## src/lsu_pkg.sv

```systemverilog
package lsu_pkg;

    typedef logic [31:0] word_t;
    typedef logic [3:0]  byte_mask_t;    // One bit per byte lane
    typedef logic [11:0] imm_t;          // Signed I-type immediate
    typedef logic [5:0]  tag_t;          // Physical destination register

    typedef enum logic [2:0] {
        LB,
        LH,
        LW,
        LBU,
        LHU
    } load_op_e;

    typedef enum logic [1:0] {
        WAITING_INPUT,
        WAITING_SQ,
        WAITING_MEM,
        WAITING_OUTPUT
    } load_state_e;

    typedef struct packed {
        word_t    base;
        imm_t     imm;
        load_op_e op;
        tag_t     dest_tag;
    } load_issue_t;

    // Word aligned address plus the lanes the load reads
    typedef struct packed {
        word_t      word_addr;
        byte_mask_t need_mask;
    } sq_lookup_t;

    typedef struct packed {
        logic       stall;       // Older matching store still lacks data
        byte_mask_t fwd_mask;
        word_t      fwd_data;
    } sq_result_t;

    typedef struct packed {
        tag_t  dest_tag;
        word_t value;
    } load_result_t;

    // Store leaving the queue for memory
    typedef struct packed {
        word_t      word_addr;
        byte_mask_t mask;
        word_t      data;
    } store_write_t;

endpackage

```

## src/load_addr_gen.sv

```systemverilog
module load_addr_gen (
    input  lsu_pkg::load_issue_t issue,
    output lsu_pkg::word_t       addr,
    output lsu_pkg::byte_mask_t  need_mask
);
    import lsu_pkg::*;

    word_t imm_ext;

    assign imm_ext = {{20{issue.imm[11]}}, issue.imm};
    assign addr    = issue.base + imm_ext;

    // Misaligned halfword or word leaves the mask empty
    always_comb begin
        need_mask = '0;
        case (issue.op)
            LB, LBU: begin
                need_mask = 4'b0001 << addr[1:0];
            end
            LH, LHU: begin
                if (!addr[0]) begin
                    need_mask = addr[1] ? 4'b1100 : 4'b0011;
                end
            end
            LW: begin
                if (addr[1:0] == 2'b00) begin
                    need_mask = 4'b1111;
                end
            end
            default: begin
                need_mask = '0;
            end
        endcase
    end

endmodule

```

## config.mk

```make
export PLATFORM = sky130hd
export DESIGN_NAME = load_addr_gen
export DESIGN_NICKNAME = d
export VERILOG_FILES = /design/src/lsu_pkg.sv /design/src/load_addr_gen.sv
export SDC_FILE = /design/constraint.sdc
export NUM_CORES = 1
export LEC_CHECK = 0
export BUFFER_PORTS_ARGS = -buffer_cell sky130_fd_sc_hd__clkbuf_2
export CORE_ASPECT_RATIO = 0.9
export CORE_MARGIN = 3
export CORE_UTILIZATION = 49
export DETAILED_ROUTE_END_ITERATION = 12
export PLACE_DENSITY = 0.84
export SLEW_MARGIN = 25
export SYNTH_ARGS = -nofsm -noshare
export SYNTH_HDL_FRONTEND = slang
export SYNTH_SLANG_ARGS = --single-unit
```

## constraint.sdc

```tcl
create_clock -name vclk -period 3.39
set_input_delay 0.339 -clock vclk [all_inputs]
set_output_delay 0.339 -clock vclk [all_outputs]
set_load 0.1 [all_outputs]
```

Yosys cells after proc, flatten, opt, wreduce, memory -nomap -nowiden
Cells that the tools add are included.
{ "classes": {"mux": 4, "reduce_logical": 4, "n_addsub": 1, "shift": 1, "eq_ne": 4} }
{ "ops": {"columns": ["operator", "n"], "rows": [
  ["adder 32 bit", 1],
  ["two-way mux 4 bit", 3],
  ["case mux 4 bit (3 select lines)", 1],
  ["equality test 3 x 2 -> 1 bit (second input constant)", 2],
  ["OR reduction 2 bit", 2],
  ["<< shifter 1 x 2 -> 4 bit (first input constant)", 1],
  ["equality test 3 x 1 -> 1 bit (second input constant)", 1],
  ["equality test 3 bit (second input constant)", 1],
  ["zero test 3 bit", 1],
  ["zero test 2 bit", 1]
]} }
{ "totals": {"inputBits": 53, "elab_cells": 14, "register_bits": 0, "output_inout_bits": 36} }

Depth between registers and ports, before layout
{ "depth": {"depth_word": 4, "mapped_depth": 11, "ltp_nobuf": 11} }

Worst setup path before layout
No wires, ideal clock.
{ "synth_timing": {"path_type": "input to output", "from": "in issue[17] in the netlist's numbering", "to": "out addr[29]", "n_path_buf": 0, "required_time_ps": 3051, "arrival_ps": 3997, "stages": 9, "setup_slack_ps": -946, "cell_sequence": "ha_1 > a211oi_2 > nor2_1 > a211oi_2 > o31ai_2 > a41oi_4 > o211ai_2 > and4_1 > nor3_1"} }
{ "synth_via": {"elab_chain_len": 1} }
{ "synth_rtl": {"columns": ["element", "line", "text"], "rows": [
  ["from (decl)", "load_addr_gen.sv:2", "input lsu_pkg::load_issue_t issue,"],
  ["adder 32 bit", "load_addr_gen.sv:11", "assign addr = issue.base + imm_ext;"],
  ["to (decl)", "load_addr_gen.sv:3", "output lsu_pkg::word_t addr,"]
]} }
No other way between the ends.

Worst setup path after layout
{ "layout_timing": {"from": "in issue[9] in the netlist's numbering", "to": "out addr[26]"} }
Same word-level chain as after synthesis.

==> metrics.md <==
| Metric | Value |
|---|---|
| Worst setup EP type | `primary output` |
| Final min period | `~3.3 ns` |
| Drt wl/cell | `about 15 um` |
| Max Cap Viol | `0` |
| Reg area | `0 sq um` |
| WP buf/inv | `4` |
| Post-CTS Hold Buffers | `0` |
| Final Max Tran Viols | `0` |
| LEAKAGE | `between 1 and 1.5 nW` |
| Post-synth cell types | `48` |
| Vias per std cell | `5.982` |
| Largest net degree at the start of global routing | `13` |
| CP required | `a little over 3 ns` |
| Core box area | `3478 sq um` |
| Highest Clock Rate | `between 300 and 400 MHz` |
| Drt total wl | `between 5000 and 6000 um` |
| Worst path max stage delay | `around 0.40 ns` |
| Worst hold margin | `about 1.2 ns` |
| IO Count | `89` |
| Area contributors post-synth | `ha_1 21%, a21o_1 8.7%, a21oi_1 8.5%, xnor2_1 7.2%, xor2_1 5.8%` |
| DRC Markers | `0` |
| Port Buffer Count | `between 80 and 90` |
| Final Setup Violations | `0` |
| CP max FO | `3` |
| Die Y | `between 60 and 70 um` |
| Worst hold-check path type | `input pin to primary output` |
| Crit share post-route | `97.61%` |
| Clock buffer count | `0` |
| CP startpoint kind | `input pin` |
| Setup Crit Path Kind | `input pin to primary output` |
| Met3 Use GR | `under 10%` |
| Iter 0 DRT Violations | `around 80` |
| GRT Util Overall | `between 20 and 25%` |
| Post-DP HPWL | `around 5000 um` |
| Nets | `434` |
| Total die area | `4484 sq um` |
| Slowest CP cell | `fa_1` |
| Register area share after synthesis | `0%` |
| Met1 usage | `about a third` |
| Peak supply drop | `about 0.37 mV` |
| Max_slew headroom | `62.58%` |
| Cell mode on critical path | `o21ai_1` |
| Synth-to-layout area growth | `55.94%` |
| First-pass GRT wire length | `9439 um` |
| Worst slew pin tran | `about 0.56 ns` |
| Initial antenna violation count | `0` |
| Worst path cell trace | `clkbuf_2 > ha_1 > inv_1 > fa_1 > nor2b_1 > o21ai_1 > a21boi_1 > o31ai_2 > a2111oi_2 > nor2_2 > o21ai_1 > buf_4 > xor2_4 > buf_12` |
| CP top delay family | `compound AO/OA/AOI/OAI gates` |
| Total power | `about 0.0014 W` |
| Initial Util | `roughly 52%` |
| Drt first pass iters | `4` |
| Gp weighted congestion | `a little under 0.9` |
| Cell taking the most area after synthesis | `ha_1` |
| Antenna viol nets, final | `0` |
| Met2 Use GR | `between 40% and 50%` |
| Hold Vio Cnt, Final | `0` |
| Unrepaired setup endpoints after global routing | `true` |
| Outcome | `completed` |
| Avg Inst Size Synth | `between 7 and 8 sq um` |
| Crit path DAT | `2.97 ns` |
| Die extent in x | `around 70 um` |
| Antenna Cells | `0` |
| Remaining Overflow, GRT | `0` |
| Number of flip-flops and latches | `0` |
| Vias in the first global route | `2202` |
| Most crowded layer after global routing | `met2` |
| Ys Warns | `0` |
| Mapped Area | `roughly 1800 sq um` |
| Pwr per Cell Area | `around 500 nW/um^2` |
| Fraction of layout cells with a size suffix above 1 | `approximately two fifths` |
| # Post-CTS Setup Buffers | `0` |
| Mapped Nets | `approximately 340` |
| Share of the synthesized area in the top cell type | `21.31%` |
| Vias | `2339` |
| Cell row count | `20` |
| Gate Count Post-Synth | `257` |
-- layer usage --
layer | up-vias | wire (um)
li1 | 1140 | -
met1 | 1098 | 2521
met2 | 93 | 2899
met3 | 8 | 314
met4 | 0 | 54
met5 | - | 0
-- worst paths after layout --
kind,cells past startpoint,endpoint,slack [ns],start
worst max-delay path,14,addr[26],0.08,issue[9]
worst min-delay path,4,addr[31],1.20,issue[52]
-- power breakdown --
part           leakage, nW  switching [W]  internal, W
Clock                    0              0            0
Sequential               0              0            0
Combinational         1.43       0.000972     0.000426
-- worst min-delay path, cell delays in order --
cell,delay [ns]
clkbuf_2,0.09
xor2_1,0.10
xnor2_2,0.16
buf_12,0.17
-- kinds of logic after synthesis --
kind of cell / synth area share (%)
AOI/OAI and AO/OA: 40.55
and+or+nand+nor: 21.10
adders and majority gates: 22.41
xor gates and xnor gates: 12.99
buffers and inverters: 2.955
-- through the flow --
| stage | instance area (sq um) | std cells | setup TNS (ns) | util, % | worst slack (ns) |
|---|---|---|---|---|---|
| after floorplan | 2016 | 257 | -0.3299 | - | -0.1280 |
| after global placement | 2815 | 391 | 0 | 80.94 | 0.1193 |
| after detailed placement | 2815 | 391 | -0.03369 | 80.94 | -0.03369 |
| after CTS | 2824 | 391 | 0 | 81.19 | 0.03015 |
| after global routing | 2839 | 391 | -0.1524 | 81.62 | -0.06913 |
| final | 2839 | 391 | 0 | 81.62 | 0.08099 |
-- cells in the final DEF, fill, tap and decap left out, types with 12 or more instances in the layout --
cell / instances
buf_4: 13
ha_1: 30
nand2_1: 21
o21ai_0: 16
xnor2_2: 12
buf_12: 17
nor2_1: 21
a21o_1: 21
clkbuf_2: 66
a21oi_1: 30
-- cells in the mapped netlist, drive strengths merged (2+ instances only) --
master and instances:
a2111oi 2, a211oi 4, a21boi 2, a21o 23
a21oi 31, a31oi 2, clkbuf 6, ha 31
inv 8, nand2 21, nand2b 8, nand3 8
nand4 5, nor2 24, nor2b 2, nor3 5
o211ai 2, o21a 4, o21ai 21, o31ai 5
or3 2, xnor2 15, xor2 12
-- repair_timing --
item                                    4_1_cts  5_1_grt
endpoints found under the setup margin        1        8
resized for setup                             1        7
pin swaps                                     0        1
gates cloned                                  0        0
-- area by class of cell --
class                           count  area, sq um
Multi-Input combinational cell    243         1986
Timing Repair Buffer               96        768.2
Tap cell                           44        55.05
Inverter                            8        30.03
Fill cell                         233        639.4
Power figures use the tool's default switching activity.
