==> src/lsu_pkg.sv <==
package lsu_pkg;

    typedef logic [31:0] word_t;
    typedef logic [3:0]  byte_mask_t;    // One bit per byte lane
    typedef logic [11:0] imm_t;          // Signed I-type immediate
    typedef logic [5:0]  tag_t;          // Physical destination register

    typedef enum logic [2:0] {
        LB,
        LH,
        LW,
        LBU,
        LHU
    } load_op_e;

    typedef enum logic [1:0] {
        WAITING_INPUT,
        WAITING_SQ,
        WAITING_MEM,
        WAITING_OUTPUT
    } load_state_e;

    typedef struct packed {
        word_t    base;
        imm_t     imm;
        load_op_e op;
        tag_t     dest_tag;
    } load_issue_t;

    // Word aligned address plus the lanes the load reads
    typedef struct packed {
        word_t      word_addr;
        byte_mask_t need_mask;
    } sq_lookup_t;

    typedef struct packed {
        logic       stall;       // Older matching store still lacks data
        byte_mask_t fwd_mask;
        word_t      fwd_data;
    } sq_result_t;

    typedef struct packed {
        tag_t  dest_tag;
        word_t value;
    } load_result_t;

    // Store leaving the queue for memory
    typedef struct packed {
        word_t      word_addr;
        byte_mask_t mask;
        word_t      data;
    } store_write_t;

endpackage

==> src/load_align.sv <==
module load_align (
    input  lsu_pkg::word_t      mem_data,
    input  lsu_pkg::byte_mask_t align_fwd_mask,
    input  lsu_pkg::word_t      align_fwd_data,
    input  lsu_pkg::load_op_e   align_op,
    input  logic [1:0]          align_offset,
    output lsu_pkg::word_t      merged_value
);
    import lsu_pkg::*;

    word_t merged;
    word_t shifted;

    // Forwarded lanes win over memory
    always_comb begin
        merged = mem_data;
        for (int b = 0; b < 4; b++) begin
            if (align_fwd_mask[b]) merged[8*b +: 8] = align_fwd_data[8*b +: 8];
        end
    end

    assign shifted = merged >> {align_offset, 3'b000};   // Wanted bytes to lane 0

    always_comb begin
        case (align_op)
            LB: begin
                merged_value = {{24{shifted[7]}}, shifted[7:0]};
            end
            LBU: begin
                merged_value = {24'b0, shifted[7:0]};
            end
            LH: begin
                merged_value = {{16{shifted[15]}}, shifted[15:0]};
            end
            LHU: begin
                merged_value = {16'b0, shifted[15:0]};
            end
            LW: begin
                merged_value = merged;
            end
            default: begin
                merged_value = merged;
            end
        endcase
    end

endmodule

==> config.mk <==
export PLATFORM = sky130hd
export DESIGN_NAME = load_align
export DESIGN_NICKNAME = d
export VERILOG_FILES = /design/src/lsu_pkg.sv /design/src/load_align.sv
export SDC_FILE = /design/constraint.sdc
export NUM_CORES = 1
export LEC_CHECK = 0
export BUFFER_PORTS_ARGS = -buffer_cell sky130_fd_sc_hd__buf_4
export CORE_MARGIN = 2
export CORE_UTILIZATION = 36
export DETAILED_ROUTE_END_ITERATION = 6
export PLACE_DENSITY = 0.79
export SLEW_MARGIN = 5
export SYNTH_ARGS = -nofsm -noshare
export SYNTH_HDL_FRONTEND = slang
export SYNTH_SLANG_ARGS = --single-unit
==> constraint.sdc <==
create_clock -name vclk -period 3.35
set_input_delay 1.005 -clock vclk [all_inputs]
set_output_delay 1.005 -clock vclk [all_outputs]
set_load 0.005 [all_outputs]
## Word-level counts from Yosys, hierarchy flattened

Index checks and enable logic that the tools add are counted.
W data, S select, Z words.

- $add $sub $neg: 0
- Multipliers: 0
- Div/mod/pow operators: 0
- Order comparisons: 0
- Eq/ne operators: 3
- Shift operators: 1
- Multiplexer cells: 5
- Bitwise operators: 0
- Reductions and logical operators: 1

Operators with widths:

| operator | number |
|---|---|
| $pmux W32 S4 | 1 |
| $mux W8 | 4 |
| $shr A32 B5 Y16 | 1 |
| $eq A3 B1 Y1 const B | 1 |
| $eq A3 B2 Y1 const B | 1 |
| $eq A3 B3 Y1 const B | 1 |
| $logic_not A3 Y1 | 1 |

- Register bits: 0
- Latch bits: 0
- RAM bits: 0
- Bits in read-only memories: 0
- Output and inout port bits: 32
- Logic and storage cells: 10
- Memories kept: 0

## Depth between registers and ports, before layout

- Word-level depth: 3
- Gate-level depth with buffers: 7
- Gate-level depth less buffers: 4

## Least setup slack after synthesis

OpenSTA, ideal clock, no wires.

- Kind: input port to output port
- Start point: input align_fwd_mask[3]
- End point: output merged_value[16]
- Data arrival time: 2503 ps
- Path slack: -158 ps
- Stages on the path: 7
- Buffers on the path: 3
- Cells stage by stage: buf_6 -> mux2i_1 -> mux4_2 -> or4_1 -> buf_6 -> buf_12 -> o211ai_1

- Word-level cells in the longest chain between the ends: 3

RTL lines:

| what | RTL line | RTL |
|---|---|---|
| from (decl) | load_align.sv:3 | `input lsu_pkg::byte_mask_t align_fwd_mask,` |
| $mux W8 | load_align.sv:18 | `if (align_fwd_mask[b]) merged[8*b +: 8] = align_fwd_data[8*b +: 8];` |
| $shr A32 B5 Y16 | load_align.sv:22 | `assign shifted = merged >> {align_offset, 3'b000};` |
| $pmux W32 S4 | load_align.sv:25 | `case (align_op)` |
| to (decl) | load_align.sv:7 | `output lsu_pkg::word_t merged_value` |

No other way between the ends.

## Worst setup path after layout

- Start point: input align_fwd_mask[1]
- End point: output merged_value[20]

The elaborated chain is that of the path after synthesis.

==> flow_metrics.env <==
export IMPL_crit_buf_inv=3
export IMPL_fin_crit_sh=1.10
export IMPL_register_area_um2=0
export IMPL_yosys_area_share_simple=0.148
export IMPL_vias=1594
export IMPL_layout_commonest_cell="buf_4"
export IMPL_cp_slowest_cell="mux4_2"
export IMPL_layout_nets=331
export IMPL_period_needed_ns=3.68
export IMPL_peakVddDrop_mv=0.0726
export IMPL_synth_distinct_cells=25
export IMPL_worstPathCellList="buf_8 > mux2i_4 > mux4_2 > or4_4 > buf_8 > o211ai_1 > buf_4"
export IMPL_antenna_found_initial=0
export IMPL_hold_class="input port to output pin"
export IMPL_grt_pass1_vias=1472
export IMPL_crit_fanout=11
export IMPL_worst_pin_slew_ns=0.490
export IMPL_fmax_ghz=0.272
export IMPL_place_ws_ns=-0.357
export IMPL_hpwlAfterDp_mm=3.68
export IMPL_gp_congestion=0.939
export IMPL_cap_violations=0
export IMPL_critPathMaxStageDelay_ns=0.48
export IMPL_synthCells=152
export IMPL_grt_pass1_wl_mm=6.69
export IMPL_rsz0062_at_grt="yes"
export IMPL_die_y_um=61.7
export IMPL_ys_warn_count=0
export IMPL_avgSynthCellArea_um2=7.88
export IMPL_p_leak_nw=1.07
export IMPL_multi_input_area_um2=1080
export IMPL_power_density_nw_per_um2=164
export IMPL_ctsHoldBuffers=0
export IMPL_num_rows=20
export IMPL_drt_pass1_iter_count=4
export IMPL_final_hold_violation_count=0
export IMPL_syn_area_um2=1200
export IMPL_cts_setup_buffers=0
export IMPL_drt_wl_total_mm=4.47
export IMPL_relSlewSlack=0.673
export IMPL_drive_gt1_frac=0.641
export IMPL_ys_seq_area_frac=0
export IMPL_power_share_clock=0
export IMPL_grt_overflow_total=0
export IMPL_vias_per_cell=5.31
export IMPL_synth_xor_area_share=0.00731
export IMPL_crit_path_start_kind="input port"
export IMPL_power_switching_w=0.000141
export IMPL_finalSetupViolations=24
export IMPL_seqPwrFrac=0
export IMPL_synth_top_family_by_area="multiplexers"
export IMPL_worst_hold_slack_ns=2.41
export IMPL_remaining_drc_errors=0
export IMPL_seq_cell_count=0
export IMPL_synthAdderAreaFrac=0
export IMPL_n_fill_cell=288
export IMPL_p_int_w=0.000205
export IMPL_path_delay_family="multiplexers"
export IMPL_required_ns=2.34
export IMPL_syn_to_final_growth_pct=75.9
export IMPL_portBuffers=105
export IMPL_critPathCaptureType="output pin"
export IMPL_dieArea_um2=3800
export IMPL_initial_core_util=0.386
export IMPL_placedCellCount=300
export IMPL_synth_compound_area_frac=0.319
export IMPL_path_common_cell="buf_8"
export IMPL_arrival_ns=2.67
export IMPL_status="finished, violations left"
export IMPL_switching_share=0.408
export IMPL_pwr_share_comb=1.000
export IMPL_ant_nets=0
export IMPL_grt_usage=0.225
export IMPL_core_area_um2=3100
export IMPL_antenna_cells=0
export IMPL_syn_nets=225
export IMPL_fin_ws_ns=-0.327
export IMPL_drtIter0Drc=64
export IMPL_die_width_um=61.7
export IMPL_ios=105
export IMPL_violations="negative setup slack"
export IMPL_synth_area_mux_share=0.393
export IMPL_drv_slew=0
export IMPL_criticalPathCategory="input port to output pin"
export IMPL_layout_common_cells="buf_4 (117), mux2_2 (22), mux2i_1 (16), nand2_1 (15), o22a_1 (14)"
export IMPL_routedWlPerCell_um=14.9
export IMPL_finalNonFillerCells=300
export IMPL_grt_max_degree=25
export IMPL_nClkBuffers=0
[cell type report]
cell class,count,share of cell area
multi-input cells,127,0.514
repair buffers,122,0.447
well taps,44,0.0261
inverters,7,0.0125
[power by group through the flow]
stage | Clock (W) | Combinational, W | Sequential [W]
floorplan | 0 | 0.000168 | 0
global placement | 0 | 0.000332 | 0
detailed placement | 0 | 0.000336 | 0
CTS | 0 | 0.000339 | 0
global route | 0 | 0.000375 | 0
finish | 0 | 0.000346 | 0
[repair_timing]
action,4_1_cts,5_1_grt
hold endpoints to repair,0,0
pin swaps,1,0
setup endpoints to repair,24,26
gates resized for setup,3,10
[final timing paths]
kind | from | cells past startpoint | endpoint | slack, ns
min | mem_data[7] | 4 | merged_value[7] | 2.41
max | align_fwd_mask[1] | 7 | merged_value[20] | -0.33
[tightest hold or removal path, delay by kind of cell]
kind                   cells  cell delay, ns
buffers and inverters      2            0.21
multiplexers               2            0.20
[cells in the mapped netlist]
| master | instances | area share |
|---|---|---|
| a31oi_1 | 7 | 0.037 |
| buf_1 | 2 | 0.0063 |
| buf_12 | 1 | 0.017 |
| buf_2 | 3 | 0.013 |
| buf_6 | 6 | 0.056 |
| clkbuf_1 | 6 | 0.019 |
| inv_1 | 7 | 0.022 |
| mux2_2 | 22 | 0.21 |
| mux2i_1 | 20 | 0.17 |
| mux4_2 | 1 | 0.019 |
| nand2_1 | 15 | 0.047 |
| nand2b_1 | 2 | 0.010 |
| nand3_1 | 4 | 0.017 |
| nand3_2 | 3 | 0.025 |
| nor2_1 | 9 | 0.028 |
| nor3_1 | 2 | 0.0084 |
| nor3b_1 | 1 | 0.0063 |
| o211ai_1 | 9 | 0.056 |
| o211ai_2 | 7 | 0.073 |
| o21ai_0 | 7 | 0.029 |
| o221ai_1 | 1 | 0.0073 |
| o22a_1 | 14 | 0.10 |
| o311ai_2 | 1 | 0.014 |
| or4_1 | 1 | 0.0063 |
| xor2_1 | 1 | 0.0073 |
[layer usage]
layer,global-route usage,part of all wire,up-vias,wire length [um]
met1,0.290,0.39,732,1740
met2,0.427,0.52,72,2320
met3,0.00420,0.081,4,362
met4,0.0274,0.010,0,46
li1,-,-,786,-
met5,0,0,-,0
[logic make-up (layout without fill, tap and decap cells)]
logic type | Yosys count | after routing
AOI/OAI and AO/OA | 46 | 46
xor gates and xnor gates | 1 | 1
buffers and inverters | 25 | 129
muxes | 43 | 43
and+or+nand+nor | 37 | 37
[through the flow]
stage                     utilization  cell area (um2)  setup TNS (ns)  total power, W
after floorplan                     -             1210           -3.05        0.000168
final                           0.679             2110           -6.54        0.000346
after global placement          0.660             2050           -6.65        0.000332
after detailed placement        0.660             2050           -7.42        0.000336
after CTS                       0.664             2060           -6.08        0.000339
after global routing            0.679             2110           -7.28        0.000375
Power figures use the tool's default switching activity.
