File: src/lsu_pkg.sv
package lsu_pkg;

    typedef logic [31:0] word_t;
    typedef logic [3:0]  byte_mask_t;    // One bit per byte lane
    typedef logic [11:0] imm_t;          // Signed I-type immediate
    typedef logic [5:0]  tag_t;          // Physical destination register

    typedef enum logic [2:0] {
        LB,
        LH,
        LW,
        LBU,
        LHU
    } load_op_e;

    typedef enum logic [1:0] {
        WAITING_INPUT,
        WAITING_SQ,
        WAITING_MEM,
        WAITING_OUTPUT
    } load_state_e;

    typedef struct packed {
        word_t    base;
        imm_t     imm;
        load_op_e op;
        tag_t     dest_tag;
    } load_issue_t;

    // Word aligned address plus the lanes the load reads
    typedef struct packed {
        word_t      word_addr;
        byte_mask_t need_mask;
    } sq_lookup_t;

    typedef struct packed {
        logic       stall;       // Older matching store still lacks data
        byte_mask_t fwd_mask;
        word_t      fwd_data;
    } sq_result_t;

    typedef struct packed {
        tag_t  dest_tag;
        word_t value;
    } load_result_t;

    // Store leaving the queue for memory
    typedef struct packed {
        word_t      word_addr;
        byte_mask_t mask;
        word_t      data;
    } store_write_t;

endpackage

File: src/store_queue.sv
module store_queue #(
    parameter int SQ_DEPTH = 8
) (
    input  logic                          clock,
    input  logic                          reset,
    input  logic                          store_alloc,
    input  lsu_pkg::word_t                store_addr,
    input  lsu_pkg::byte_mask_t           store_mask,
    input  logic                          store_data_valid,
    input  logic [$clog2(SQ_DEPTH)-1:0]   store_index,
    input  lsu_pkg::word_t                store_data,
    input  logic                          store_commit,
    input  logic                          load_accept,
    input  lsu_pkg::sq_lookup_t           lookup,
    output lsu_pkg::sq_result_t           sq_result,
    output logic                          mem_write,
    output lsu_pkg::store_write_t         mem_write_req,
    output logic                          sq_full,
    output logic [$clog2(SQ_DEPTH)-1:0]   sq_tail
);
    import lsu_pkg::*;

    localparam int IDX_W = $clog2(SQ_DEPTH);

    // Pointers carry one wrap bit
    logic [IDX_W:0] head;
    logic [IDX_W:0] tail;
    logic [IDX_W:0] snap_tail;
    logic [IDX_W:0] scan_count;
    logic           sq_empty;

    word_t         addr_q [SQ_DEPTH];
    byte_mask_t    mask_q [SQ_DEPTH];
    word_t         data_q [SQ_DEPTH];
    logic [SQ_DEPTH-1:0] data_ok;

    assign sq_empty   = head == tail;
    assign sq_full    = (tail - head) == (IDX_W + 1)'(SQ_DEPTH);
    assign sq_tail    = tail[IDX_W-1:0];
    assign scan_count = snap_tail - head;   // Stores older than the load

    always_ff @(posedge clock) begin
        if (reset) begin
            head      <= '0;
            tail      <= '0;
            snap_tail <= '0;
            data_ok   <= '0;
        end else begin
            if (store_alloc) begin
                tail                   <= tail + 1'b1;
                data_ok[tail[IDX_W-1:0]] <= 1'b0;
            end
            if (store_data_valid) data_ok[store_index] <= 1'b1;
            if (store_commit) head <= head + 1'b1;
            if (load_accept) snap_tail <= tail;
        end
    end

    always_ff @(posedge clock) begin
        if (store_alloc) begin
            addr_q[tail[IDX_W-1:0]] <= {store_addr[31:2], 2'b00};
            mask_q[tail[IDX_W-1:0]] <= store_mask;
        end
        if (store_data_valid) data_q[store_index] <= store_data;
    end

    // Oldest to youngest, so later matches overwrite earlier ones
    always_comb begin
        logic [IDX_W-1:0] idx;
        byte_mask_t       hit;
        sq_result = '0;
        for (int k = 0; k < SQ_DEPTH; k++) begin
            idx = head[IDX_W-1:0] + IDX_W'(k);
            hit = mask_q[idx] & lookup.need_mask;
            if (k < scan_count && scan_count <= SQ_DEPTH
                    && addr_q[idx] == lookup.word_addr && hit != '0) begin
                if (!data_ok[idx]) sq_result.stall = 1'b1;
                for (int b = 0; b < 4; b++) begin
                    if (hit[b]) begin
                        sq_result.fwd_mask[b]          = 1'b1;
                        sq_result.fwd_data[8*b +: 8] = data_q[idx][8*b +: 8];
                    end
                end
            end
        end
    end

    assign mem_write               = store_commit;
    assign mem_write_req.word_addr = addr_q[head[IDX_W-1:0]];
    assign mem_write_req.mask      = mask_q[head[IDX_W-1:0]];
    assign mem_write_req.data      = data_q[head[IDX_W-1:0]];

    a_alloc_not_full: assert property (@(posedge clock) disable iff (reset)
        store_alloc |-> !sq_full)
        else $error("store allocated into full queue");

    a_commit_not_empty: assert property (@(posedge clock) disable iff (reset)
        store_commit |-> !sq_empty)
        else $error("commit from empty queue");

    a_commit_has_data: assert property (@(posedge clock) disable iff (reset)
        store_commit |-> data_ok[head[IDX_W-1:0]])
        else $error("commit of store without data");

endmodule

File: config.mk
export PLATFORM = sky130hd
export DESIGN_NAME = store_queue
export DESIGN_NICKNAME = d
export VERILOG_FILES = /design/src/lsu_pkg.sv /design/src/store_queue.sv
export SDC_FILE = /design/constraint.sdc
export NUM_CORES = 2
export LEC_CHECK = 0
export ABC_AREA = 0
export BUFFER_PORTS_ARGS = -buffer_cell sky130_fd_sc_hd__buf_2
export CAP_MARGIN = 0
export CORE_MARGIN = 3
export CORE_UTILIZATION = 35
export CTS_CLUSTER_DIAMETER = 150
export DETAILED_ROUTE_END_ITERATION = 8
export GPL_ROUTABILITY_DRIVEN = 0
export HOLD_SLACK_MARGIN = 0.02
export PLACE_DENSITY_LB_ADDON = 0.25
export RECOVER_POWER = 25
export SLEW_MARGIN = 15
export SYNTH_ARGS = -nofsm -noshare
export SYNTH_HDL_FRONTEND = slang
export SYNTH_SLANG_ARGS = --single-unit
export TNS_END_PERCENT = 5
File: constraint.sdc
create_clock -name clock -period 17.9 [get_ports clock]
set_input_delay 1.79 -clock clock [delete_from_list [all_inputs] [get_ports clock]]
set_output_delay 1.79 -clock clock [all_outputs]
set_load 0.02 [all_outputs]
# After elaboration in Yosys (flattened, before gate mapping)
# Memory sizes are Yosys's and may differ from the RTL's. A register that Yosys moved wholly into a read port is not among the register bits.
# Index checks and enable logic that the tools add are counted.
[totals]
memories = 3
ff_bits = 20
ramBits = 528
in_bits = 113
wordCells = 206
output_inout_bits = 110
[mem_list]
columns = ["memory", "depth", "width", "rd", "rd_ports_with_merged_regs", "write_ports", "line_no", "source"]
rows = [
  ["data_q", 8, 32, 8, 1, 1, "store_queue.sv:34", "word_t data_q [SQ_DEPTH];"],
  ["addr_q", 8, 30, 8, 1, 1, "store_queue.sv:32", "word_t addr_q [SQ_DEPTH];"],
  ["mask_q", 8, 4, 8, 1, 1, "store_queue.sv:33", "byte_mask_t mask_q [SQ_DEPTH];"],
]
[op_classes]
n_eq_ne = 9
muxes = 113
bitwise_logic = 11
add_sub_neg = 11
n_reduce_logical = 34
n_lt_le_gt_ge = 21
[op_table]
columns = ["cell", "n"]
rows = [
  ["37-bit 2-to-1 mux", 8],
  ["8-bit 2-to-1 mux", 35],
  ["32-bit equality test", 8],
  ["1-bit 2-to-1 mux", 54],
  ["3-bit by 4-bit < comparator with 1-bit output, second input constant", 10],
  ["4-bit AND", 8],
  ["4-bit nonzero test", 8],
  ["1-bit logical AND", 26],
  ["1-bit binary-select mux with 3-bit select", 8],
  ["3-bit 2-to-1 mux", 6],
  ["3-bit by 4-bit < comparator with 1-bit output, first input constant", 4],
  ["3-bit adder, second input constant", 4],
  ["4-bit by 1-bit adder with 4-bit output, second input constant", 2],
  ["8-bit AND", 1],
  ["1-bit by 4-bit < comparator with 1-bit output, first input constant", 2],
  ["2-bit by 4-bit < comparator with 1-bit output, first input constant", 2],
  ["8-bit NOT", 1],
  ["8-bit OR", 1],
  ["4-bit subtractor", 2],
  ["3-bit by 2-bit adder with 3-bit output, second input constant", 2],
  ["1-bit demux with 3-bit select", 2],
  ["3-bit by 1-bit greater-or-equal comparator with 1-bit output, second input constant", 2],
  ["4-bit equality test, second input constant", 1],
  ["4-bit less-or-equal comparator, second input constant", 1],
  ["3-bit by 1-bit adder with 3-bit output, second input constant", 1],
]

# Logic depth before layout (Yosys ltp)
[logic_depth]
depth_word = 20
depth_mapped = 28
mapped_depth_nobuf = 13

# Worst setup path before layout
# OpenSTA, ideal clock, no wires.
[synth_path]
kind = "register to output"
startpoint = "register head[1]"
endpoint = "output port sq_result[27] in the netlist's numbering"
n_path_buf = 12
t_arrival_ns = 6.430
path_slack_ns = 9.680
required_time_ns = 16.110
path_stages_with_launch = 25
cell_sequence = "dfxtp_1 buf_2 inv_1 buf_2 buf_1 clkbuf_1 clkbuf_1 clkbuf_1 clkbuf_1 ha_1 buf_6 buf_12 buf_12 buf_8 mux4_2 mux2i_1 xor2_1 o211ai_1 or4b_1 nor4_2 buf_4 nand3_1 mux2i_1 a211o_1 a41oi_1"
[synth_lines]
columns = ["element", "line_no", "source"]
rows = [
  ["start, declared", "store_queue.sv:26", "logic [IDX_W:0] head;"],
  ["start signal, assigned", "store_queue.sv:54", "if (store_commit) head <= head + 1'b1;"],
  ["end, declared", "store_queue.sv:15", "output lsu_pkg::sq_result_t sq_result,"],
]

==> flow_summary.yaml <==
grt:
  grt_pass1_vias: 36631
  antenna_found_initial: 35
  grt_max_degree: 161
  overflow: 0
  grt_pass1_wl_mm: 267
  grt_usage_pct: 25.8
job:
  drv_cap: 0
sta:
  clock_skew_ps: 13.5
  final_hold_viol_count: 0
  clock.fmax_mhz: 91.6
  setup_viol_count_final: 0
  layout_min_cycle_time_ps: 10920
  finalCritPeriodShare_pct: 61.0
  finalSetupTns_ps: 0
  tightestPinTransition_ps: 1250
  slew-limit-headroom_pct: 16.7
  rsz0062_at_grt: "false"
  timing.final.max_slew_violations: 0
  hold_ws_ps: 507
drt:
  ant_nets: 0
  vias: 39245
  dr.pass1.iters: 8
  drc: 0
  wirelength_mm: 187
  wl_per_cell_um: 31.2
  vias_per_cell: 6.53
  initialDrtViolationCount: 5222
power:
  finalPower_mw: 4.32
  vdd_drop_max_v: 0.0000501
  powerDensity_nw_per_um2: 83.4
  p_leak_nw: 16.9
critical_path:
  cp_slowest_cell: "nor2b_1"
  critPathMostFrequentCell: "buf_4"
  worstSetupEndpointType: "output pin"
  crit_buf_inv: 4
  critical_path.max_stage_delay_ps: 900
  cp-startpoint: "head[0]"
  crit_cells: 14
  timing.setup.critical_path_class: "register to output pin"
  reg2reg_depth: 6
  timing.rr.start: "head[0]"
  cp_cell_sequence: "buf_4 -> buf_4 -> buf_4 -> mux2i_1 -> mux4_2 -> xnor2_1 -> nor4_1 -> nand4_1 -> nor4_2 -> nor2b_1 -> o21bai_1 -> a31oi_1 -> a21oi_1 -> buf_2"
  r2r_setup_slack_ps: 14680
  crit_required_ps: 16110
  critPathArrivalTime_ps: 9130
  cp_top_family: "buffers and inverters"
  crit_end: "sq_result[11]"
  cp_max_fo: 56
  start_kind: "register"
synth:
  ys_seq_area_share_pct: 34.3
  netlist_area_um2: 47600
  ys.flop_type: "edfxtp_1"
  synth_warnings: 0
  synthArstFlopShare_pct: 0
  synth_area_leader_cell: "edfxtp_1"
  synth.top_cell.area_share_pct: 33.3
  synthDistinctLibCells: 113
  postSynthAreaPerCell_um2: 11.4
  synth_edf_count: 528
  synthCells: 4184
  yosys-top-cells-area: "edfxtp_1 33%, mux4_2 18%, mux2i_1 9.8%, mux2_2 5.4%, nand2_1 3.4%"
  ys_ff_latch: 551
clock_network:
  cts_setup_buffers: 0
  cts_made_buffers: 66
  htree_levels: 3
  tritoncts: "built"
  cts_sinks: 551
  cts-resized-gates: 0
  clock_path_buffers: 3
  path_clk_slew_ps: 60
  cts_root_buffer: "clkbuf_16"
  worstSkewPairLatency_ps: 660
  holdBufCountCts: 0
outcome:
  status: "completed"
final_layout:
  drive_gt1_share_pct: 25.1
  stdcell_area_um2: 51800
  areaGrowthSynthToFinish_pct: 8.90
  fin_util_pct: 38.6
  fin_nets: 4302
die:
  die_w_um: 375
  die_y_um: 375
  design.core.area_um2: 134000
  num_rows: 134
  ios: 223
  start_util_pct: 35.4
  die-area_um2: 140000
place:
  dp_hpwl_mm: 128
  numPortBuffers: 218
  dpl-instance-area_um2: 49700
hold_path:
  hp-class: "register to register"
## synth_stat cells, drive strengths merged (45+ instances only)
master  count
a21oi     152
nand3      86
xor2       46
edfxtp    528
nor3       45
mux4      385
nor2      215
mux2i     467
clkbuf    152
nand2     438
xnor2     164
o211ai     54
mux2      236
o21ai     168
o22ai      82
nand4      54
buf       224
## per-stage QoR
stage / instances / setup WS, ps
floorplan: 4185 / 9680
global placement: 5878 / 8010
detailed placement: 5878 / 7930
CTS: 5997 / 7150
global route: 6003 / 6700
finish: 6012 / 6980
## per-layer routing
| metal | track usage, % | vias up | wire length, um |
|---|---|---|---|
| met5 | 0 | - | 142 |
| met4 | 12.1 | 22 | 8970 |
| met3 | 6.31 | 447 | 20200 |
| met2 | 38.2 | 2270 | 81600 |
| met1 | 35.4 | 19841 | 76400 |
| li1 | - | 16665 | - |
## cell type report
class	instances	area (um^2)
Antenna cell	15	37.5
Clock buffer	74	1720
Clock inverter	45	427
Fill cell	12898	82500
Inverter	50	195
Multi-Input combinational cell	3208	29100
Sequential cell	551	16300
Tap cell	1768	2210
Timing Repair Buffer	301	1760
## worst register-to-register path: stages (launching register included)
cell and delay [ps]:
dfxtp_4 830, clkinv_1 170, buf_4 350, ha_4 820, buf_12 650, mux2i_1 190, nor2_1 140
## report_power, final
| group | internal [mW] | switching [mW] |
|---|---|---|
| sequential | 1.45 | 0.0470 |
| combinational | 0.567 | 0.901 |
| clock | 0.785 | 0.573 |
## registers in the layout, summed over array words and instances, names as in the netlist, named ones only
register and flops:
data_ok 8, addr_q 240, snap_tail 4, mask_q 32, tail 4, data_q 256
head 4
## cells in the final DEF, fill, tap and decap left out, drive strengths merged, types with 37 or more instances in the layout
master  count
edfxtp    528
mux2i     467
nand2     438
mux4      385
buf       260
mux2      236
nor2      215
o21ai     168
xnor2     164
a21oi     152
clkbuf    115
nand3      86
o22ai      82
o211ai     54
nand4      54
inv        48
xor2       46
nor3       45
a22oi      43
a221oi     37
## logic make-up after synthesis
kind of cell               after synthesis  share of synthesized area, %
and+or+nand+nor                       1057                          10.7
other                                    1                       0.00788
muxes                                 1088                          33.6
adders and majority gates               11                         0.305
xor gates and xnor gates               210                          3.88
DFF                                    551                          34.3
buffers and inverters                  426                          4.97
AOI/OAI and AO/OA                      840                          12.2
## how the worst min path moves through the flow
stage                            start  cells after the start      endpoint  slack (ps)
final                     snap_tail[0]                      2  snap_tail[0]         510
after global routing      snap_tail[0]                      2  snap_tail[0]         540
after CTS                 snap_tail[0]                      2  snap_tail[0]         510
after detailed placement  snap_tail[0]                      2  snap_tail[0]         490
after global placement    snap_tail[0]                      2  snap_tail[0]         490
after floorplan           snap_tail[0]                      2  snap_tail[0]         460
(Power assumes the default switching activity.)
