## config.mk

```make
export PLATFORM = sky130hd
export DESIGN_NAME = load_control
export DESIGN_NICKNAME = d
export VERILOG_FILES = /design/src/lsu_pkg.sv /design/src/load_control.sv
export SDC_FILE = /design/constraint.sdc
export NUM_CORES = 1
export LEC_CHECK = 0
export ABC_AREA = 1
export BUFFER_PORTS_ARGS = -buffer_cell sky130_fd_sc_hd__buf_2
export CAP_MARGIN = 30
export CORE_AREA = 2 2 121 123
export CTS_BUF_LIST = sky130_fd_sc_hd__clkbuf_4
export CTS_CLUSTER_DIAMETER = 50
export CTS_CLUSTER_SIZE = 20
export DETAILED_ROUTE_END_ITERATION = 7
export DIE_AREA = 0 0 123 125
export GPL_ROUTABILITY_DRIVEN = 0
export PLACE_DENSITY = 0.66
export SETUP_SLACK_MARGIN = 0.3
export SLEW_MARGIN = 30
export SYNTH_ARGS = -nofsm -noshare
export SYNTH_HDL_FRONTEND = slang
export SYNTH_SLANG_ARGS = --single-unit
export TNS_END_PERCENT = 20
```

## constraint.sdc

```tcl
create_clock -name clock -period 3.3 [get_ports clock]
set_input_delay 0.99 -clock clock [delete_from_list [all_inputs] [get_ports clock]]
set_output_delay 0.99 -clock clock [all_outputs]
set_load 0.005 [all_outputs]
```

## src/lsu_pkg.sv

```systemverilog
package lsu_pkg;

    typedef logic [31:0] word_t;
    typedef logic [3:0]  byte_mask_t;    // One bit per byte lane
    typedef logic [11:0] imm_t;          // Signed I-type immediate
    typedef logic [5:0]  tag_t;          // Physical destination register

    typedef enum logic [2:0] {
        LB,
        LH,
        LW,
        LBU,
        LHU
    } load_op_e;

    typedef enum logic [1:0] {
        WAITING_INPUT,
        WAITING_SQ,
        WAITING_MEM,
        WAITING_OUTPUT
    } load_state_e;

    typedef struct packed {
        word_t    base;
        imm_t     imm;
        load_op_e op;
        tag_t     dest_tag;
    } load_issue_t;

    // Word aligned address plus the lanes the load reads
    typedef struct packed {
        word_t      word_addr;
        byte_mask_t need_mask;
    } sq_lookup_t;

    typedef struct packed {
        logic       stall;       // Older matching store still lacks data
        byte_mask_t fwd_mask;
        word_t      fwd_data;
    } sq_result_t;

    typedef struct packed {
        tag_t  dest_tag;
        word_t value;
    } load_result_t;

    // Store leaving the queue for memory
    typedef struct packed {
        word_t      word_addr;
        byte_mask_t mask;
        word_t      data;
    } store_write_t;

endpackage

```

## src/load_control.sv

```systemverilog
module load_control (
    input  logic                 clock,
    input  logic                 reset,
    input  logic                 issue_valid,
    input  lsu_pkg::load_issue_t issue,
    input  lsu_pkg::word_t       addr,
    input  lsu_pkg::byte_mask_t  need_mask,
    output logic                 issue_ready,
    output logic                 load_accept,
    output lsu_pkg::sq_lookup_t  lookup,
    input  lsu_pkg::sq_result_t  sq_result,
    output logic                 mem_read,
    output lsu_pkg::word_t       mem_addr,
    input  lsu_pkg::word_t       merged_value,
    output lsu_pkg::load_op_e    align_op,
    output logic [1:0]           align_offset,
    output lsu_pkg::byte_mask_t  align_fwd_mask,
    output lsu_pkg::word_t       align_fwd_data,
    input  logic                 complete_stall,
    output logic                 complete_valid,
    output lsu_pkg::load_result_t complete
);
    import lsu_pkg::*;

    // In-flight load
    typedef struct packed {
        word_t      addr;
        byte_mask_t need;
        load_op_e   op;
        tag_t       tag;
        byte_mask_t fwd_mask;
        word_t      fwd_data;
        word_t      value;
    } load_rec_t;

    load_state_e state;
    load_rec_t   rec;
    logic        full_fwd;
    word_t       word_addr;

    assign word_addr   = {rec.addr[31:2], 2'b00};
    assign full_fwd    = (sq_result.fwd_mask & rec.need) == rec.need;
    assign issue_ready = state == WAITING_INPUT;
    assign load_accept = issue_valid && issue_ready;

    assign lookup.word_addr = word_addr;
    assign lookup.need_mask = rec.need;

    assign mem_read = state == WAITING_SQ && !sq_result.stall && !full_fwd;
    assign mem_addr = word_addr;

    // Live forward answer while in the lookup state, captured copy after
    always_comb begin
        if (state == WAITING_SQ) begin
            align_fwd_mask = full_fwd ? 4'b1111 : sq_result.fwd_mask;
            align_fwd_data = sq_result.fwd_data;
        end else begin
            align_fwd_mask = rec.fwd_mask;
            align_fwd_data = rec.fwd_data;
        end
    end

    assign align_op     = rec.op;
    assign align_offset = rec.addr[1:0];

    assign complete_valid    = state == WAITING_OUTPUT;
    assign complete.dest_tag = rec.tag;
    assign complete.value    = rec.value;

    always_ff @(posedge clock) begin
        if (reset) begin
            state <= WAITING_INPUT;
        end else begin
            case (state)
                WAITING_INPUT: begin
                    if (issue_valid) state <= WAITING_SQ;
                end
                WAITING_SQ: begin
                    if (!sq_result.stall) state <= full_fwd ? WAITING_OUTPUT : WAITING_MEM;
                end
                WAITING_MEM: begin
                    state <= WAITING_OUTPUT;
                end
                WAITING_OUTPUT: begin
                    if (!complete_stall) state <= WAITING_INPUT;
                end
                default: begin
                    state <= WAITING_INPUT;
                end
            endcase
        end
    end

    always_ff @(posedge clock) begin
        case (state)
            WAITING_INPUT: begin
                rec.addr     <= addr;
                rec.need     <= need_mask;
                rec.op       <= issue.op;
                rec.tag      <= issue.dest_tag;
                rec.fwd_mask <= '0;
            end
            WAITING_SQ: begin
                rec.fwd_mask <= sq_result.fwd_mask;
                rec.fwd_data <= sq_result.fwd_data;
                if (full_fwd) rec.value <= merged_value;   // Memory never read
            end
            WAITING_MEM: begin
                rec.value <= merged_value;
            end
            default: begin
                rec <= rec;   // Held under complete_stall
            end
        endcase
    end

    a_issue_when_ready: assert property (@(posedge clock) disable iff (reset)
        issue_valid |-> issue_ready)
        else $error("issue_valid while not ready");

    a_aligned_load: assert property (@(posedge clock) disable iff (reset)
        issue_valid |-> need_mask != '0)
        else $error("misaligned load issued");

endmodule

```

; Word-level counts from Yosys, hierarchy flattened
; Cells that the tools add are included.
[word_totals]
mem_bits_ro = 0
ramBits = 0
elab_cells = 38
latch_bits = 0
in_bits = 162
ff_bits = 115
n_memories = 0
[op_classes]
div = 0
add_sub_neg = 0
bitwise_logic = 1
n_eq_ne = 8
n_lt_le_gt_ge = 0
n_mux = 11
shift = 0
mul = 0
n_reduce_logical = 10
[ops]
columns = op, count
row1 = two-way mux 32 bit, 2
row2 = case mux 32 bit (2 select lines), 1
row3 = two-way mux 4 bit, 2
row4 = inequality test 2 bit (second input constant), 4
row5 = case mux 2 bit (4 select lines), 1
row6 = case mux 4 bit (2 select lines), 1
row7 = two-way mux 2 bit, 3
row8 = bitwise AND 4 bit, 1
row9 = == test 2 bit (second input constant), 2
row10 = == test 4 bit, 1
row11 = nonzero test 2 bit, 2
row12 = logical AND 1 bit, 3
row13 = AND reduction 3 bit, 1
row14 = == test 2 x 1 -> 1 bit (second input constant), 1
row15 = zero test 1 bit, 2
row16 = zero test 2 bit, 1
row17 = AND reduction 2 bit, 1
row18 = two-way mux 1 bit, 1

; Depth between registers and ports, before layout
; Gate-level depths: netlist of run 1.
[depth]
ltp_word = 5
mapped_depth = 8
mapped_depth_nobuf = 8

; Worst setup path before layout of run 1
; Ideal clock, no wire load.
[synth_path]
kind = register to output
from = register state[0]
to = output port load_accept
required_ns = 2.310
stages_incl_launch_ff = 5
setup_slack_ns = 0.496
arrival_ns = 1.814
cell_sequence = dfxtp_1 > inv_1 > ha_1 > nand2_1 > inv_1
[synth_between]
elab_chain_len = 2
[synth_rtl]
columns = element, line
row1 = from (decl), load_control.sv:36  ; load_state_e state;
row2 = from (signal assigned), load_control.sv:79  ; if (!sq_result.stall) state <= full_fwd ? WAITING_OUTPUT : WAITING_MEM;
row3 = zero test 2 bit, load_control.sv:43  ; assign issue_ready = state == WAITING_INPUT;
row4 = net issue_ready, load_control.sv:8  ; output logic issue_ready,
row5 = logical AND 1 bit, load_control.sv:44  ; assign load_accept = issue_valid && issue_ready;
row6 = to (decl), load_control.sv:9  ; output logic load_accept,
; The timed path passes the listed nets, and every way through them passes these cells.

; Worst setup path in the final report of run 1
[layout_path]
from = register state[0]
to = output port align_fwd_mask[1]
[layout_between]
elab_chain_len = 2
[layout_rtl]
columns = element, line
row1 = == test 2 x 1 -> 1 bit, load_control.sv:54  ; if (state == WAITING_SQ) begin
row2 = two-way mux 4 bit, load_control.sv:54
row3 = to (decl), load_control.sv:17  ; output lsu_pkg::byte_mask_t align_fwd_mask,
; No other way between the ends.

==> results of run 1 <==
-- cells by family after synthesis --
family / count (synthesis) / share of synthesized area
buf+inv: 132 / 0.200
fa+ha+maj: 4 / 0.0108
other cells: 1 / 0.000807
simple gates: 126 / 0.109
compound gates: 8 / 0.00942
flops: 115 / 0.670
-- how the worst max path moves through the flow --
stage	slack, ns	from	to	cells after the start
CTS	0.33	state[0]	align_fwd_mask[2]	7
global placement	0.66	sq_result[33]	align_fwd_mask[3]	8
finish	0.49	state[0]	align_fwd_mask[1]	7
detailed placement	0.65	sq_result[33]	align_fwd_mask[2]	8
global route	0.31	state[0]	align_fwd_mask[1]	7
floorplan	0.50	state[0]	load_accept	4
-- stage by stage --
stage	setup slack, ns	instance area [um^2]	util	hold slack [ns]	std cells
detailed placement	0.651	5350	0.377	0.424	721
global placement	0.655	5350	0.377	0.421	721
floorplan	0.496	4660	-	0.437	389
finish	0.490	5720	0.403	0.446	754
global route	0.309	5720	0.403	0.465	753
CTS	0.325	5710	0.402	0.452	753
-- layout by cell type (no fill, tap or decap), types with 2 or more instances in the layout --
cell,count
buf_2,264
nand2_1,115
edfxtp_1,81
dfxtp_1,33
clkbuf_4,18
inv_1,8
nand2_2,6
a21oi_1,5
bufinv_16,5
inv_2,4
conb_1,4
clkinv_2,4
clkinvlp_4,3
inv_6,2
o21ai_0,2
ha_2,2
ha_1,2
buf_4,2
-- state kept, by name, indices dropped and copies added (netlist names) --
signal        cells
align_offset      2
complete         38
rec              36
align_op          3
lookup           34
state             2
-- worst max-delay path, stage by stage (launching register included) --
cell,delay [ns]
dfxtp_1,0.44
ha_2,0.29
buf_12,0.21
nand2_1,0.08
inv_2,0.06
a21oi_1,0.03
nand2_1,0.07
buf_2,0.11
-- layer usage --
metal,routed length (um),share of wire
met5,0,0
met4,115,0.012
met3,937,0.097
met2,4820,0.50
met1,3740,0.39
-- cells in the mapped netlist, drive strengths merged --
library cell and n:
nor2 3, nor3 1, conb 1, dfxtp 34
nand2 122, clkbuf 2, ha 4, a21oi 6
o21ai 2, buf 117, edfxtp 81, inv 13
-- layout make-up --
cell class | count | area share
Clock inverter | 14 | 0.0367
Sequential cell | 115 | 0.544
Multi-Input combinational cell | 142 | 0.108
Timing Repair Buffer | 267 | 0.237
Inverter | 13 | 0.00940
Tap cell | 184 | 0.0402
Antenna cell | 1 | 0.000437
Clock buffer | 18 | 0.0236
-- power groups by stage --
stage                     clock, mW  sequential, mW  combinational, mW
after global placement            0            2.50               1.86
after floorplan                   0            2.50               1.54
final                          1.22            2.50               1.88
after CTS                      1.27            2.50               1.92
after detailed placement          0            2.54               1.90
after global routing           1.34            2.56               2.12
==> metrics, run 1 <==
gr ovfl total=0; CTS tree=done; met1 Use GR=0.131; final antenna-violating net count=0; port bufs=264; Final Total Pwr=5.60 mW; Avg Vias per Cell=3.95; GRT Overall Usage=0.122; GR peak layer=met2; post-CTS setup buffers=0; Final Max Slew Viols=0; sequential cell area=3110 um^2; power share of the sequential group=0.446; flop-to-flop setup slack=1.45 ns; DR iter-0 viols=76; Post-CTS Resized=3; maximum vdd drop=0.421 mV; Worst Hold Path EP=rec[44]; outcome=finished clean; Synth cell types=19; die area=15400 um^2; Pleak=2.82 nW; PwrDens=978 nW/um^2; reg2reg end=complete[19]; Die W=123 um; fraction of layout cells with a size suffix above 1=0.557; NetSw=1.82 mW; via count=2981; Sw Share=0.325; number of global-route vias before repair=2921; Tcrit/Tclk final=0.851; Max Freq=0.356 GHz; Post-CTS Hold Fix Bufs=0; sequential area share after synthesis=0.670; WS Path Type=register to primary output; multi-input logic area=621 um^2; Final TNS setup=0 ns; core area=14200 um^2; Hold Path Class=register to register; clock sink count=115; Initial Utilization=0.327; Syn-to-layout area delta=23.1%; clk slew on worst S/H paths=0.10 ns; cells after synthesis=386; Avg Cell Area, Syn=12.0 um^2; r2r startpoint=state[0]; row count=44; WP data required=2.31 ns; Startpoint Class=register; Die Span Y=125 um; number of max-cap violations=0; CP Data Arrival Time=1.82 ns; Setup-failing EPs final=0; htree depth=4; Clock Tree Buf Depth=2; worst hold path depth=2; Reg2Reg Depth=5; Hold Path Origin=rec[44]; clock share of power=0.219; P_int=3.78 mW; fill count=1427; RSZ-0062 raised after global routing=false; Worst slew margin=0.618; dominant cells by area after synthesis=edfxtp_1 (52%), buf_4 (19%), dfxtp_1 (15%), nand2_1 (9.3%), ha_1 (1.1%); Comb pwr share=0.335; initial antenna violation count=0; leading area contributor after synthesis=edfxtp_1; GR Util met3=0.0557; worst skew pair latency=0.51 ns; Crit Path Max Fanout=38; Synth Cell Area=4650 um^2; Final min period=2.81 ns; Least-Margin Pin Slew=0.572 ns; Yosys reg bits=115; final wirelength=9610 um; top cell type's share of synthesized area=0.523; wire length per cell=12.7 um; yosys warns=0; grt met2 use=0.206; Hold Vio Cnt, Final=0; largest net degree at the start of global routing=46; Pre-antenna DRT Iters=4; I/O pin count=313; Max Clock Skew=0.0132 ns; CTS Buf Count=17; dpl hpwl=7290 um; layout net count=722; first-pass GRT wire length=14000 um; clk root buf=clkbuf_4; endpoint type of the worst setup path=primary output; DRC viols=0
Power figures use the tool's default switching activity.
==> inputs of run 2 (changes only) <==
Settings changed: CTS_BUF_LIST sky130_fd_sc_hd__clkbuf_4 to sky130_fd_sc_hd__clkbuf_4 sky130_fd_sc_hd__clkbuf_8.
==> run 2 against run 1 <==
Fmax grew 0.45%. Critical path depth did not move. Clock power rose by 20%. Routed wire length barely moved. Hold slack lost 0.0073 ns. Non-clock buffer count unchanged. Flip-flop and latch count stayed put. First-iteration DRC count grew 5.3%. Largest power group unchanged. Highest routed layer unchanged.
==> metrics, run 2 (synthesized netlist as in run 1, its figures left out) <==
RSZ-0062 raised after global routing=false; Post-CTS Resized=0 (-3); Reg2Reg Depth=5 (unchanged); GRT Overall Usage=0.122 (-0.000203); gr ovfl total=0 (unchanged); Tcrit/Tclk final=0.848 (-0.00382); PwrDens=1000 nW/um^2 (+2.5%); WS Path Type=register to primary output; reg2reg end=complete[19]; number of diodes=0 (-1); initial antenna violation count=0 (unchanged); Startpoint Class=register; first-pass GRT wire length=14000 um (about the same); number of max-cap violations=0 (unchanged); Pleak=2.86 nW (+1.5%); core area=14200 um^2 (unchanged); worst hold path depth=2 (unchanged); fraction of layout cells with a size suffix above 1=0.554 (-0.00351); Pre-antenna DRT Iters=4 (unchanged); Hold Vio Cnt, Final=0 (unchanged); pre-CTS WS=0.651 ns (unchanged); number of global-route vias before repair=2937 (+0.55%); Avg Vias per Cell=3.95 (about the same); post-CTS setup buffers=0 (unchanged); Max Freq=0.358 GHz (+0.45%); die area=15400 um^2 (unchanged); CTS tree=done; CP Data Arrival Time=1.81 ns (about the same); Post-CTS Hold Fix Bufs=0 (unchanged); commonest non-fill, non-tap cell in the layout=buf_2; Worst Hold Path EP=rec[44]; clk slew on worst S/H paths=0.07 ns (-0.03 ns); layout net count=722 (unchanged); Least-Margin Pin Slew=0.564 ns (-0.00833 ns); I/O pin count=313 (unchanged); maximum vdd drop=0.392 mV (-6.9%); Final TNS setup=0 ns (unchanged); clock sink count=115 (unchanged); Worst slew margin=0.624 (+0.00555); Max Clock Skew=0.00675 ns (-0.00644 ns); worst skew pair latency=0.42 ns (-0.09 ns); Die Span Y=125 um (unchanged); dpl hpwl=7290 um (unchanged); outcome=finished clean; DRC viols=0 (unchanged); Metal-1 WL=3700 um (-1.0%); Syn-to-layout area delta=25.0%; Clock Tree Buf Depth=2 (unchanged); flop-to-flop setup slack=1.38 ns (-0.07 ns); Hold Path Class=register to register; CTS Buf Count=17 (unchanged); Largest register FFs=38 (unchanged); via count=2978 (-0.10%); largest net degree at the start of global routing=46 (unchanged); Initial Utilization=0.327 (unchanged); most frequent cells in the layout=buf_2 (264), nand2_1 (115), edfxtp_1 (81), dfxtp_1 (34), clkbuf_8 (17); WL met3=955 um (+1.9%); Crit Path Max Fanout=38 (unchanged); max layer used=met4; Final Max Slew Viols=0 (unchanged); endpoint type of the worst setup path=primary output; Final min period=2.80 ns (-0.0126 ns); Hold Path Origin=rec[44]; final antenna-violating net count=0 (unchanged); post-route cell area=5810 um^2 (+1.6%); row count=44 (unchanged); WP data required=2.31 ns (about the same); Die W=123 um (unchanged); DP Area=5350 um^2 (unchanged); wire length on met2=4830 um (+0.21%); Setup-failing EPs final=0 (unchanged); r2r startpoint=state[0]; htree depth=4 (unchanged); wire length per cell=12.8 um (about the same); DR iter-0 viols=80 (+5.3%); port bufs=264 (unchanged); final wirelength=9610 um (about the same); final setup margin=0.503 ns (+0.0126 ns); clk root buf=clkbuf_8
==> run 2: critical path, stage by stage, from the launching register on <==
cell     delay, ns
dfxtp_1       0.42
ha_1          0.27
buf_6         0.30
nand2_1       0.10
inv_2         0.06
a21oi_1       0.03
nand2_1       0.08
buf_2         0.11
==> run 2: how the worst max path moves through the flow <==
stage | startpoint | slack [ns] | endpoint
after global routing | state[1] | 0.31 | align_fwd_mask[3]
after CTS | state[1] | 0.31 | align_fwd_data[28]
final | state[0] | 0.50 | align_fwd_mask[1]
after global placement | sq_result[33] | 0.66 | align_fwd_mask[3]
after floorplan | state[0] | 0.50 | load_accept
after detailed placement | sq_result[33] | 0.65 | align_fwd_mask[2]
==> run 2: final cells by class <==
type | instances | area, um^2
fillers | 1413 | 8390
flip-flops and latches | 115 | 3110
repair buffers | 267 | 1350
multi-input cells | 142 | 618
clock buffers | 18 | 241
well taps | 184 | 230
clock inverters | 14 | 210
inverters | 13 | 51.3
==> run 2: routing by layer <==
metal | GRT usage | up-vias
met5 | 0 | -
met3 | 0.0543 | 9
met4 | 0.0528 | 0
li1 | - | 1474
met1 | 0.131 | 1347
met2 | 0.206 | 148
==> run 2: power breakdown <==
| group | switching (mW) | internal (mW) | total, mW | leakage [nW] |
|---|---|---|---|---|
| registers | 0.199 | 2.30 | 2.50 | 1.08 |
| clock network | 0.570 | 0.904 | 1.47 | 0.222 |
| logic | 1.07 | 0.780 | 1.85 | 1.56 |
| total | 1.84 | 3.99 | 5.83 | 2.86 |
==> run 2: stage by stage <==
step / hold WS [ns] / power, mW / cells / util
floorplan: 0.437 / 4.04 / 389 / -
global placement: 0.421 / 4.36 / 721 / 0.377
detailed placement: 0.424 / 4.43 / 721 / 0.377
CTS: 0.443 / 5.94 / 753 / 0.409
global route: 0.457 / 6.26 / 753 / 0.409
finish: 0.439 / 5.83 / 753 / 0.409
==> inputs of run 3 (changes only) <==
Settings changed: CORE_AREA 2 2 121 123 to 2 2 123 125, DIE_AREA 0 0 123 125 to 0 0 125 127, PLACE_DENSITY 0.66 to 0.67.
Clock period 3.3 ns to 2.42 ns, I/O delays scaled along.
==> run 3 against run 2 <==
Flip-flop and latch count unchanged. Setup slack got worse by 0.38 ns. Clock skew increased by 0.00068 ns. Global-route usage increased by 0.34 points. Register-to-register slack lost 0.52 ns. Count of clock-buffer cells in the layout shrank 1. Hold slack about the same. Utilization is 1.7 points higher. Critical endpoint is now align_fwd_data[5]. Largest power group unchanged. Highest routed layer unchanged.
==> metrics, run 3 (synthesized netlist as in run 1, its figures left out) <==
outcome=finished clean; most frequent cells in the layout=buf_2 (263), nand2_1 (109), edfxtp_1 (81), dfxtp_1 (32), clkbuf_8 (17); largest net degree at the start of global routing=33 (-28%); dpl hpwl=7230 um (-0.78%); P_int=5.77 mW (+45%); I/O pin count=313 (unchanged); Tcrit/Tclk final=0.949; Syn-to-layout area delta=32.1%; fill count=1405 (-0.57%); WS Path Type=register to primary output; clock sink count=115 (unchanged); port bufs=264 (unchanged); htree depth=4 (unchanged); RSZ-0062 raised after global routing=true; number of global-route vias before repair=2976 (+1.3%); GRT Overall Usage=0.125 (+0.00342); row count=44 (unchanged); fraction of layout cells with a size suffix above 1=0.589 (+0.0351); DRC viols=0 (unchanged); Startpoint Class=register; initial antenna violation count=0 (unchanged); clk slew on worst S/H paths=0.07 ns (about the same); met1 Use GR=0.141 (+0.0102); Final Core Density=0.426 (+0.0166); Largest register FFs=38 (unchanged); NetSw=2.71 mW (+47%); clk root buf=clkbuf_8; power share of the sequential group=0.400 (-0.029); Final min period=2.30 ns; Initial Utilization=0.322 (-0.00500); Die W=125 um (+1.6%); grt met2 use=0.208 (+0.00208); post-route cell area=6140 um^2 (+5.7%); CP Data Arrival Time=1.57 ns (-0.24 ns); CTS tree=done; Final TNS setup=0 ns (unchanged); gr ovfl total=0 (unchanged); Worst path most repeated cell=nand2_1; core area=14400 um^2 (+1.6%); Crit Path Max Fanout=7 (-82%); via count=3056 (+2.6%); hold_ws=0.440 ns (+0.000471 ns); DP Area=5400 um^2 (+0.79%); Max Clock Skew=0.00743 ns (+0.000680 ns); first-pass GRT wire length=15100 um (+7.8%); slowest library cell on the worst path=dfxtp_2; Max Freq=0.436 GHz; Hold Path Class=register to register; GR peak layer=met2; PwrDens=1380 nW/um^2 (+38%); worst skew pair latency=0.42 ns (about the same); Clock Tree Buf Depth=2 (unchanged); number of max-cap violations=0 (unchanged); CP peak stage delay=0.33 ns (-0.09 ns); CP Cell Sequence=inv_2 -> ha_4 -> buf_12 -> clkbuf_16 -> nand2_1 -> nand2_1 -> buf_2; Final Max Slew Viols=0 (unchanged); WP data required=1.69 ns (-0.62 ns); commonest non-fill, non-tap cell in the layout=buf_2; Avg Vias per Cell=3.97 (+0.35%); number of diodes=0 (unchanged); Setup-failing EPs final=0 (unchanged); layout net count=739 (+2.4%); final wirelength=10100 um (+5.5%); Sw Share=0.319 (+0.00354); Pleak=3.01 nW (+5.1%); Hold Vio Cnt, Final=0 (unchanged); die area=15900 um^2 (+3.3%); GR Util met3=0.0582 (+0.00392); clock share of power=0.232 (-0.021); final antenna-violating net count=0 (unchanged); wire length per cell=13.2 um (+3.1%); maximum vdd drop=0.611 mV (+56%); DR iter-0 viols=123 (+54%); CTS Buf Count=17 (unchanged); Post-CTS Hold Fix Bufs=0 (unchanged); Pre-antenna DRT Iters=4 (unchanged); endpoint type of the worst setup path=primary output; Die Span Y=127 um (+1.6%); Comb pwr share=0.368 (+0.050)
## run 3: cell count changes in the layout (fill, tap and decap cells not counted), sizes merged
cell      delta
buf         +15
bufinv       -1
clkbuf       +1
clkinvlp     -1
inv          +3
## run 3: timing repair
action,4_1_cts,5_1_grt
setup buffers,5,4
cloned,2,2
resized for setup,26,4
endpoints found under the setup margin,38,39
pin swaps,5,3
## run 3: metrics by stage
step	total power [mW]	setup slack [ns]	instances
3_3_place_gp	6.06	0.267	725
5_1_grt	9.07	0.000238	770
2_1_floorplan	5.50	0.264	389
3_5_place_dp	6.10	0.253	725
4_1_cts	8.45	0.0574	764
6_report	8.47	0.124	770
## run 3: worst paths after layout
path / startpoint / cells past startpoint / to / slack, ns
worst max-delay path: state[1] / 7 / align_fwd_data[5] / 0.12
worst min-delay path: rec[39] / 2 / rec[39] / 0.44
worst max register to register: state[1] / 5 / lookup[14] / 0.86
worst min register to register: rec[39] / 2 / rec[39] / 0.44
## run 3: routing by layer
layer / wire length [um] / vias to the layer above
li1: - / 1510
met3: 996 / 11
met4: 159 / 0
met5: 0 / -
met2: 4960 / 166
met1: 4020 / 1369
## run 3: critical path, delay by kind of cell (launching register included)
kind | cells | cell delay, ns
fa+ha+maj | 1 | 0.23
buf+inv | 4 | 0.47
flops | 1 | 0.33
simple gates | 2 | 0.12
## run 3: power groups by stage
stage	Clock (mW)	Sequential, mW	Combinational, mW
detailed placement	0	3.44	2.67
CTS	2.04	3.41	3.00
finish	1.96	3.39	3.12
global route	2.13	3.47	3.47
floorplan	0	3.39	2.11
global placement	0	3.40	2.66
## run 3: area by class of cell
type,instances,area [um^2],area share
multi-input combinational,142,666,0.108
tap,184,230,0.0375
clock inverter,15,205,0.0334
inverter,13,56.3,0.00917
sequential,115,3120,0.508
clock buffer,17,234,0.0381
timing repair buffer,284,1630,0.266
